### config.mk
export PLATFORM = sky130hd
export DESIGN_NAME = pixelAlu
export DESIGN_NICKNAME = d
export VERILOG_FILES = /design/src/ctrlPkg.sv /design/src/pixelAlu.sv
export VERILOG_INCLUDE_DIRS = /design/src /design/src/include
export SDC_FILE = /design/constraint.sdc
export NUM_CORES = 2
export LEC_CHECK = 0
export ABC_AREA = 1
export BUFFER_PORTS_ARGS = -buffer_cell sky130_fd_sc_hd__buf_2
export CAP_MARGIN = 40
export CELL_PAD_IN_SITES_DETAIL_PLACEMENT = 0
export CELL_PAD_IN_SITES_GLOBAL_PLACEMENT = 1
export CORE_MARGIN = 1
export CORE_UTILIZATION = 49
export DETAILED_ROUTE_END_ITERATION = 7
export GPL_ROUTABILITY_DRIVEN = 0
export PLACE_DENSITY = 0.88
export SLEW_MARGIN = 20
export SYNTH_ARGS = -nofsm -noshare
export SYNTH_HDL_FRONTEND = slang
export SYNTH_SLANG_ARGS = --single-unit
### constraint.sdc
create_clock -name vclk -period 17.3
set_input_delay 5.19 -clock vclk [all_inputs]
set_output_delay 5.19 -clock vclk [all_outputs]
set_load 0.01 [all_outputs]
### src/include/imageCore_config.svh
`ifndef IMAGECORE_CONFIG_SVH
`define IMAGECORE_CONFIG_SVH

// Register, operand and result width
`define DATA_WIDTH 32

// Register count, 5-bit register address
`define REG_COUNT 32

// Pixel memory size in bytes
// Byte address is the low 10 bits of the ALU result
`define MEM_BYTES 1024

`endif

### src/ctrlPkg.sv
`default_nettype none

package ctrlPkg;

	// ALU operations
	// aluAdd for address calculation, aluSum for arithmetic
	typedef enum logic [3:0]
	{
		aluAdd  = 4'b0000,
		aluSum  = 4'b0001,
		aluSub  = 4'b0010,
		aluMul  = 4'b0011,
		aluGray = 4'b0111
	} aluOp;

	// Writeback source select
	typedef enum logic [1:0]
	{
		wbMemByte = 2'b00,
		wbAlu     = 2'b01,
		wbMemWord = 2'b10
	} wbSel;

endpackage

`default_nettype wire

### src/pixelAlu.sv
`timescale 1ns/1ns
`default_nettype none
`include "imageCore_config.svh"

module pixelAlu
(
	input  wire ctrlPkg::aluOp           op,
	input  wire [`DATA_WIDTH-1:0]        a,
	input  wire [`DATA_WIDTH-1:0]        b,
	output logic [`DATA_WIDTH-1:0]       result
);
	import ctrlPkg::*;

	// Weighted sum fits in 16 bits, max 256 * 255
	logic [15:0] grayAcc;

	// Gray weights 77, 150 and 29 over R, G and B
	always_comb
	begin
		grayAcc = 16'd77 * 16'(a[23:16])
			+ 16'd150 * 16'(a[15:8])
			+ 16'd29 * 16'(a[7:0]);
	end

	always_comb
	begin
		case (op)
			aluAdd, aluSum:
				result = a + b;
			aluSub:
				result = a - b;
			// Low half of the product only
			aluMul:
				result = a * b;
			// Divide by 256, zero-extended
			aluGray:
				result = `DATA_WIDTH'(grayAcc[15:8]);
			default:
				result = '0;
		endcase
	end

endmodule

`default_nettype wire

==> results.py <==
metrics = {
    "worst_setup_path": {
        "cp_top_family": "adder cells",
        "cp-start-kind": "primary input",
        "max_stage_delay_ns": 0.55,
        "required_ns": 12.11,
        "path_buf_inv": 8,
        "cp.arrival_ns": 11.95,
        "critPathKind": "primary input to primary output",
        "crit_top_cell": "fa_1",
        "cp_max_fo": 15,
        "cp-end-kind": "primary output",
        "cpMaxStageDelayCell": "fa_1",
    },
    "finish": {
        "nClkBuffers": 0,
        "drive_above_1_share_pct": 6.31,
        "area_growth_pct": 5.67,
        "layout.nets": 4007,
        "nFlopsAndLatches": 0,
        "seq_area_um2": 0,
    },
    "sta": {
        "tightest_slew_ns": 0.760,
        "whs_ns": 10.78,
        "period_minus_slack_ns": 17.14,
        "rsz0062_at_grt": "false",
        "slew_headroom_pct": 49.2,
        "max_freq_ghz": 0.0583,
        "finalMaxSlewViolations": 0,
        "finalSetupViolations": 0,
        "min_period_over_period_pct": 99.1,
        "hold_violations": 0,
    },
    "floorplanning": {
        "dieArea_um2": 47600,
        "die_width_um": 218,
        "core_area_um2": 45800,
        "pin_count": 100,
        "initial_core_util_pct": 50.1,
        "die_y_um": 218,
        "fp-row-count": 78,
    },
    "detailed_routing": {
        "viasPerCell": 5.29,
        "num_vias": 20300,
        "drt_iter0_markers": 1318,
        "antenna_left": 0,
        "dr.pass1.iters": 6,
        "drt-total-wl_um": 72100,
        "wl_per_cell_um": 18.8,
        "drc": 0,
    },
    "yosys": {
        "synthesis.area_um2": 22900,
        "synth-seq-area-share_pct": 0,
        "synth_fp_nets": 3969,
        "ys_warn_count": 0,
        "yosysUniqueCellTypes": 52,
        "synth_area_per_cell_um2": 7.17,
        "synthCells": 3197,
    },
    "cts": {
        "cts_setup_buffers": 0,
        "postCtsHoldBufs": 0,
    },
    "min_path": {
        "hold_class": "primary input to primary output",
    },
    "place": {
        "io_buffer_count": 100,
        "hpwl_um": 61700,
    },
    "global_routing": {
        "antenna_found_initial": 4,
        "grt_first_pass_wirelength_um": 115000,
        "grt_use_total_pct": 31.3,
        "grt_max_degree": 26,
        "grt.overflow.total": 0,
        "grt_pass1_vias": 21500,
    },
    "status": {
        "status": "finished, final reports clean",
    },
    "run": {
        "drv_cap": 0,
    },
}
through the flow:
step | worst slack [ns] | util (%) | cell area (um2) | setup TNS, ns | std cells
after floorplan | 0.864 | - | 22900 | 0 | 3197
after global routing | 0.00106 | 52.9 | 24200 | 0 | 3834
final | 0.162 | 52.9 | 24200 | 0 | 3834
after global placement | -0.0612 | 52.6 | 24100 | -0.0848 | 3830
after detailed placement | -0.154 | 52.6 | 24100 | -0.244 | 3832
after CTS | 0.0275 | 52.6 | 24100 | 0 | 3832
cells in the mapped netlist (5+ instances only):
library cell / count / share of area, %
nand4_1: 19 / 0.52
xnor2_1: 24 / 0.92
clkbuf_1: 74 / 1.2
o21ai_1: 10 / 0.22
buf_2: 19 / 0.41
o21bai_1: 11 / 0.36
xor2_1: 37 / 1.4
buf_1: 19 / 0.31
a21oi_1: 122 / 2.7
nand3_1: 77 / 1.7
o21a_1: 7 / 0.23
a31oi_1: 10 / 0.27
o21ai_0: 85 / 1.9
inv_1: 952 / 16
ha_1: 240 / 13
fa_1: 464 / 41
o31ai_1: 5 / 0.16
nor3_1: 18 / 0.39
a21o_1: 13 / 0.43
nor2_1: 79 / 1.3
buf_4: 5 / 0.16
nand2_1: 829 / 14
or2_2: 9 / 0.25
nand3b_1: 10 / 0.33
kinds of logic after synthesis:
| family | synth area share, % |
|---|---|
| adders and majority gates | 53.6 |
| xor gates and xnor gates | 2.33 |
| AOI/OAI and AO/OA | 7.15 |
| and+or+nand+nor | 18.9 |
| buffers and inverters | 18.0 |
layer usage:
metal / share of wire (%) / track usage (%) / vias up
met2: 48 / 52.9 / 778
li1: - / - / 9349
met4: 6.2 / 15.6 / 4
met3: 6.6 / 2.87 / 212
met1: 40 / 40.1 / 9957
met5: 0.037 / 0 / -
cells in the final DEF, fill, tap and decap left out, drive strengths merged, types with 13 or more instances in the layout:
cell	instances
a21o	13
a21oi	125
buf	141
clkbuf	18
fa	464
ha	240
inv	956
nand2	832
nand3	77
nand4	21
nor2	86
nor3	21
o21ai	97
o21bai	13
xnor2	24
xor2	37
path summary, 6_finish.rpt:
kind | start | endpoint | depth (start not counted)
max | b[6] | result[26] | 29
min | op[3] | result[7] | 5
what timing repair did:
action / 4_1_cts / 5_1_grt
setup endpoints to repair: 2 / 11
resized for setup: 4 / 38
pin swaps: 0 / 2
final cells by class:
cell class                 count  area [um2]
fill                        4505       21600
multi-input combinational   2116       18800
inverter                     958        3600
timing repair buffer         159        1030
tap                          600         751
antenna                        1        2.50
Power is not shown: default switching activity piles up to over one toggle a cycle in this logic, so the estimate is an artifact.
