File: src/include/imageCore_config.svh
`ifndef IMAGECORE_CONFIG_SVH
`define IMAGECORE_CONFIG_SVH

// Register, operand and result width
`define DATA_WIDTH 32

// Register count, 5-bit register address
`define REG_COUNT 32

// Pixel memory size in bytes
// Byte address is the low 10 bits of the ALU result
`define MEM_BYTES 1024

`endif

File: src/ctrlPkg.sv
`default_nettype none

package ctrlPkg;

	// ALU operations
	// aluAdd for address calculation, aluSum for arithmetic
	typedef enum logic [3:0]
	{
		aluAdd  = 4'b0000,
		aluSum  = 4'b0001,
		aluSub  = 4'b0010,
		aluMul  = 4'b0011,
		aluGray = 4'b0111
	} aluOp;

	// Writeback source select
	typedef enum logic [1:0]
	{
		wbMemByte = 2'b00,
		wbAlu     = 2'b01,
		wbMemWord = 2'b10
	} wbSel;

endpackage

`default_nettype wire

File: src/isaPkg.sv
`default_nettype none

package isaPkg;

	// Funct opcodes from the decode table
	// Codes not listed decode as no-operation
	typedef enum logic [3:0]
	{
		fnSum          = 4'b0000,
		fnSub          = 4'b0001,
		fnMul          = 4'b0010,
		fnLoad         = 4'b0100,
		fnStore        = 4'b0101,
		fnGray         = 4'b1010,
		fnLoadAligned  = 4'b1011,
		fnStorePlusOne = 4'b1100
	} functCode;

	// Instruction word field positions
	localparam int functMsb   = 31;
	localparam int functLsb   = 28;
	localparam int immFlagBit = 27;
	localparam int rdMsb      = 26;
	localparam int rdLsb      = 22;
	localparam int rnMsb      = 21;
	localparam int rnLsb      = 17;
	localparam int rmMsb      = 16;
	localparam int rmLsb      = 12;
	localparam int immMsb     = 11;
	localparam int immLsb     = 0;

endpackage

`default_nettype wire

File: src/controlUnit.sv
`timescale 1ns/1ns
`default_nettype none
`include "imageCore_config.svh"

module controlUnit
(
	input  wire                             CLK,
	input  wire                             rstN,
	input  wire isaPkg::functCode           funct,
	input  wire                             opcode,
	input  wire [$clog2(`REG_COUNT)-1:0]    Rd,
	input  wire                             instrValid,
	output logic                            ALUSrcE,
	output ctrlPkg::aluOp                   ALUControlE,
	output ctrlPkg::wbSel                   MemtoRegW,
	output logic                            RegWriteD,
	output logic [$clog2(`REG_COUNT)-1:0]   RdD,
	output logic                            PlusOne,
	output logic                            InmRegSel,
	output logic                            MemSelE,
	output logic                            MemWriteE
);
	import isaPkg::*;
	import ctrlPkg::*;

	// One decoded control set per edge
	always_ff @(posedge CLK or negedge rstN)
	begin
		if (!rstN)
		begin
			ALUSrcE     <= 1'b0;
			ALUControlE <= aluAdd;
			MemtoRegW   <= wbAlu;
			RegWriteD   <= 1'b0;
			RdD         <= '0;
			PlusOne     <= 1'b0;
			InmRegSel   <= 1'b0;
			MemSelE     <= 1'b0;
			MemWriteE   <= 1'b0;
		end
		else
		begin
			// No-operation unless a listed funct arrives with valid
			ALUSrcE     <= 1'b0;
			ALUControlE <= aluAdd;
			MemtoRegW   <= wbAlu;
			RegWriteD   <= 1'b0;
			RdD         <= Rd;
			PlusOne     <= 1'b0;
			InmRegSel   <= 1'b0;
			MemSelE     <= 1'b0;
			MemWriteE   <= 1'b0;
			if (instrValid)
			begin
				case (funct)
					fnSum, fnSub, fnMul, fnGray:
					begin
						ALUSrcE   <= opcode;
						RegWriteD <= 1'b1;
						// Arithmetic op per funct
						case (funct)
							fnSub:   ALUControlE <= aluSub;
							fnMul:   ALUControlE <= aluMul;
							fnGray:  ALUControlE <= aluGray;
							default: ALUControlE <= aluSum;
						endcase
					end
					fnLoad, fnLoadAligned:
					begin
						// Address is Rn plus Rm or immediate
						ALUSrcE   <= opcode;
						RegWriteD <= 1'b1;
						MemSelE   <= 1'b1;
						MemtoRegW <= (funct == fnLoadAligned) ? wbMemWord : wbMemByte;
					end
					fnStore, fnStorePlusOne:
					begin
						// Address always Rn plus Rm, flag picks the data
						MemtoRegW <= wbMemByte;
						MemSelE   <= 1'b1;
						MemWriteE <= 1'b1;
						InmRegSel <= opcode;
						PlusOne   <= (funct == fnStorePlusOne);
					end
					default:
					begin
						RegWriteD <= 1'b0;
					end
				endcase
			end
		end
	end

endmodule

`default_nettype wire

File: config.mk
export PLATFORM = sky130hd
export DESIGN_NAME = controlUnit
export DESIGN_NICKNAME = d
export VERILOG_FILES = /design/src/ctrlPkg.sv /design/src/isaPkg.sv /design/src/controlUnit.sv
export VERILOG_INCLUDE_DIRS = /design/src /design/src/include
export SDC_FILE = /design/constraint.sdc
export NUM_CORES = 1
export LEC_CHECK = 0
export ABC_AREA = 1
export BUFFER_PORTS_ARGS = -buffer_cell sky130_fd_sc_hd__clkbuf_2
export CELL_PAD_IN_SITES_DETAIL_PLACEMENT = 1
export CELL_PAD_IN_SITES_GLOBAL_PLACEMENT = 2
export CORE_MARGIN = 1.5
export CORE_UTILIZATION = 24
export DETAILED_ROUTE_END_ITERATION = 8
export PLACE_DENSITY = 0.84
export RECOVER_POWER = 100
export SLEW_MARGIN = 20
export SYNTH_ARGS = -nofsm -noshare
export SYNTH_HDL_FRONTEND = slang
export SYNTH_SLANG_ARGS = --single-unit
File: constraint.sdc
create_clock -name CLK -period 0.9 [get_ports CLK]
set_clock_uncertainty 0.15 [all_clocks]
set_input_delay 0.18 -clock CLK [delete_from_list [all_inputs] [get_ports CLK]]
set_output_delay 0.18 -clock CLK [all_outputs]
set_load 0.01 [all_outputs]
==> results_dict.tcl <==
set metrics [dict create \
    wire_per_inst_um 10.72 \
    cp_data_arrival_time_ns 0.90 \
    area_growth_pct 50.21 \
    io_buffers 28 \
    leakagePower_nw 0.5212 \
    yosysSeqAreaShare_pct 68.30 \
    criticalPathCategory "reg -> out" \
    crit_end "MemtoRegW[0]" \
    drive_above_1_share_pct 42.86 \
    clock_path_buffers 2 \
    antenna_found_initial 0 \
    synthSimpleGateAreaFrac_pct 19.15 \
    routed_wl_mm 1.351 \
    place_area_um2 785.8 \
    vias_per_cell 4.095 \
    fmax_ghz 0.8113 \
    route.detailed.drc 0 \
    synth-seq-cells 16 \
    critPathLaunch "MemtoRegW[0]$_DFF_PN1_" \
    fillers 276 \
    endpoint_kind "output pin" \
    grt_start_max_net_pins 17 \
    clockRootBuffer "clkbuf_4" \
    stdcell_count 126 \
    critPathMaxFanout 1 \
    grt.total_usage_pct 11.43 \
    synth_cell_types 15 \
    tritoncts "yes" \
    clkTransAtPathRegs_ns 0.09 \
    ant_nets 0 \
    vias 516 \
    fp.dieW_um 52.50 \
    min_period_ns 1.233 \
    hold_path_class "in -> reg" \
    synthesis.area_um2 588.1 \
    outcome "complete, but fails checks" \
    whs_ns -0.01645 \
    syn_inst 57 \
    ios 30 \
    p_per_area_nw_per_um2 1573 \
    max_cap_violations 0 \
    hold_buffers 6 \
    cp-start-kind "flip-flop" \
    drt-initial-drc-count 0 \
    path_cells "buf_6" \
    hold_viol 2 \
    violations "negative hold slack, negative setup slack" \
    ctsHtreeMaxLevel 1 \
    grt-ovfl-total 0 \
    synthAdderAreaFrac_pct 0 \
    synth_top_family_by_area "simple AND/OR/NAND/NOR gates" \
    start_util_pct 26.08 \
    syn_avg_cell_area_um2 10.32 \
    placed_cells 116 \
    slowest_stage "dfstp_2" \
    rsz0062_at_grt "yes" \
    fin_nets 112 \
    power_w 0.001389 \
    synth_xor_area_share_pct 0 \
    fp.coreArea_um2 2255 \
    die_height_um 52.50 \
    place_hpwl_mm 1.099 \
    firstDrtPassIters 1 \
    diodes 0 \
    slowest_delay_ns 0.53 \
    setup_viol 16 \
    synth_compound_area_share_pct 4.255 \
    critPathBufInv 1 \
    min_from "opcode" \
    setup_ws_ns -0.3326 \
    path_depth 1 \
    crit_family "flip-flops" \
    finalCritPeriodShare_pct 137.0 \
    fin_area_um2 883.3 \
    synth_fp_nets 70 \
    synthMuxAreaShare_pct 0 \
    yosysWarnings 0 \
    die_area_um2 2756 \
    gp_congestion 0.7097 \
    finish.utilization_pct 39.18 \
    rows 17 \
    cp.required_ns 0.57 \
    cts.sinks 16 \
    grt_pass1_vias 542 \
    grt_pass1_wl_mm 2.304 \
    peakVddDrop_uv 645.2 \
    numCtsBuffers 3 \
    maxSlewViolCount 0 \
]
==> area by class of cell <==
cell class / count / area [um^2] / area share, %
flip-flops and latches: 16 / 401.6 / 45.47
repair buffers: 38 / 234.0 / 26.49
multi-input cells: 30 / 138.9 / 15.72
inverters: 10 / 37.54 / 4.249
clock buffers: 4 / 36.28 / 4.108
well taps: 28 / 35.03 / 3.966
==> logic make-up after synthesis <==
family,Yosys count
other,1
flip-flops,16
AO/OA/AOI/OAI,3
buffers and inverters,11
AND/OR/NAND/NOR,26
==> cell usage in the layout (no fill, tap or decap) <==
master and n:
clkbuf_2 25, dfrtp_1 15, nand2_1 13, inv_1 8, nor2_1 7, dlygate4sd3_1 6, clkbuf_4 5, inv_2 2
nand2_2 2, nand3_1 2, clkbuf_1 2, buf_4 2, dfstp_2 1, nor2_2 1, o21ai_2 1, a211oi_1 1
nor4_1 1, a21oi_2 1, conb_1 1, clkbuf_8 1, buf_6 1
==> layer usage <==
metal | GRT usage, % | wire (um) | up-vias
met5 | 0 | 0 | -
met4 | 5.128 | 0 | 0
met3 | 2.286 | 108 | 0
met2 | 20.63 | 705 | 22
met1 | 12.77 | 537 | 245
li1 | - | - | 249
==> power by group <==
part	switching [W]	total [W]	leakage [nW]	internal, W
clock network	0.000203	0.000449	0.0210	0.000246
logic	0.000101	0.000183	0.295	0.0000820
registers	0.00000880	0.000757	0.205	0.000749
==> worst min path at each step <==
stage	end	cells past startpoint	slack (ns)
3_3_place_gp	RdD[3]$_DFF_PN0_	1	-0.04
2_1_floorplan	ALUControlE[0]$_DFF_PN0_	0	-0.27
6_report	ALUSrcE$_DFF_PN0_	3	-0.02
3_5_place_dp	RdD[4]$_DFF_PN0_	1	-0.03
4_1_cts	ALUSrcE$_DFF_PN0_	3	-0.02
5_1_grt	MemtoRegW[0]$_DFF_PN1_	2	-0.0003
==> sequential cells by signal, summed over array words and instances (netlist names) <==
| signal | count |
|---|---|
| RdD | 5 |
| PlusOne | 1 |
| RegWriteD | 1 |
| InmRegSel | 1 |
| MemWriteE | 1 |
| MemSelE | 1 |
| MemtoRegW | 2 |
| ALUSrcE | 1 |
| ALUControlE | 3 |
==> cells in the mapped netlist (all sizes together) <==
| library cell | n | share of area, % |
|---|---|---|
| a211oi | 1 | 1.3 |
| a21oi | 1 | 1.5 |
| buf | 1 | 1.3 |
| conb | 1 | 0.64 |
| dfrtp | 15 | 64 |
| dfstp | 1 | 4.5 |
| inv | 10 | 6.4 |
| nand2 | 15 | 10 |
| nand3 | 2 | 1.7 |
| nor2 | 8 | 6.0 |
| nor4 | 1 | 1.1 |
| o21ai | 1 | 1.5 |
==> metrics by stage <==
| stage | worst slack [ns] | hold slack [ns] | TNS, ns |
|---|---|---|---|
| 6_report | -0.3326 | -0.01645 | -3.320 |
| 5_1_grt | -0.3670 | -0.0002673 | -4.277 |
| 4_1_cts | -0.3605 | -0.01876 | -3.572 |
| 3_5_place_dp | -0.2067 | -0.03125 | -1.412 |
| 3_3_place_gp | -0.1443 | -0.04220 | -1.029 |
| 2_1_floorplan | 0.03651 | -0.2656 | 0 |
==> repair_timing <==
action | 4_1_cts | 5_1_grt
hold endpoints to repair | 24 | 1
pin swaps | 0 | 0
setup endpoints to repair | 16 | 17
resized for setup | 0 | 3
setup buffers | 0 | 0
(Power assumes the default switching activity.)
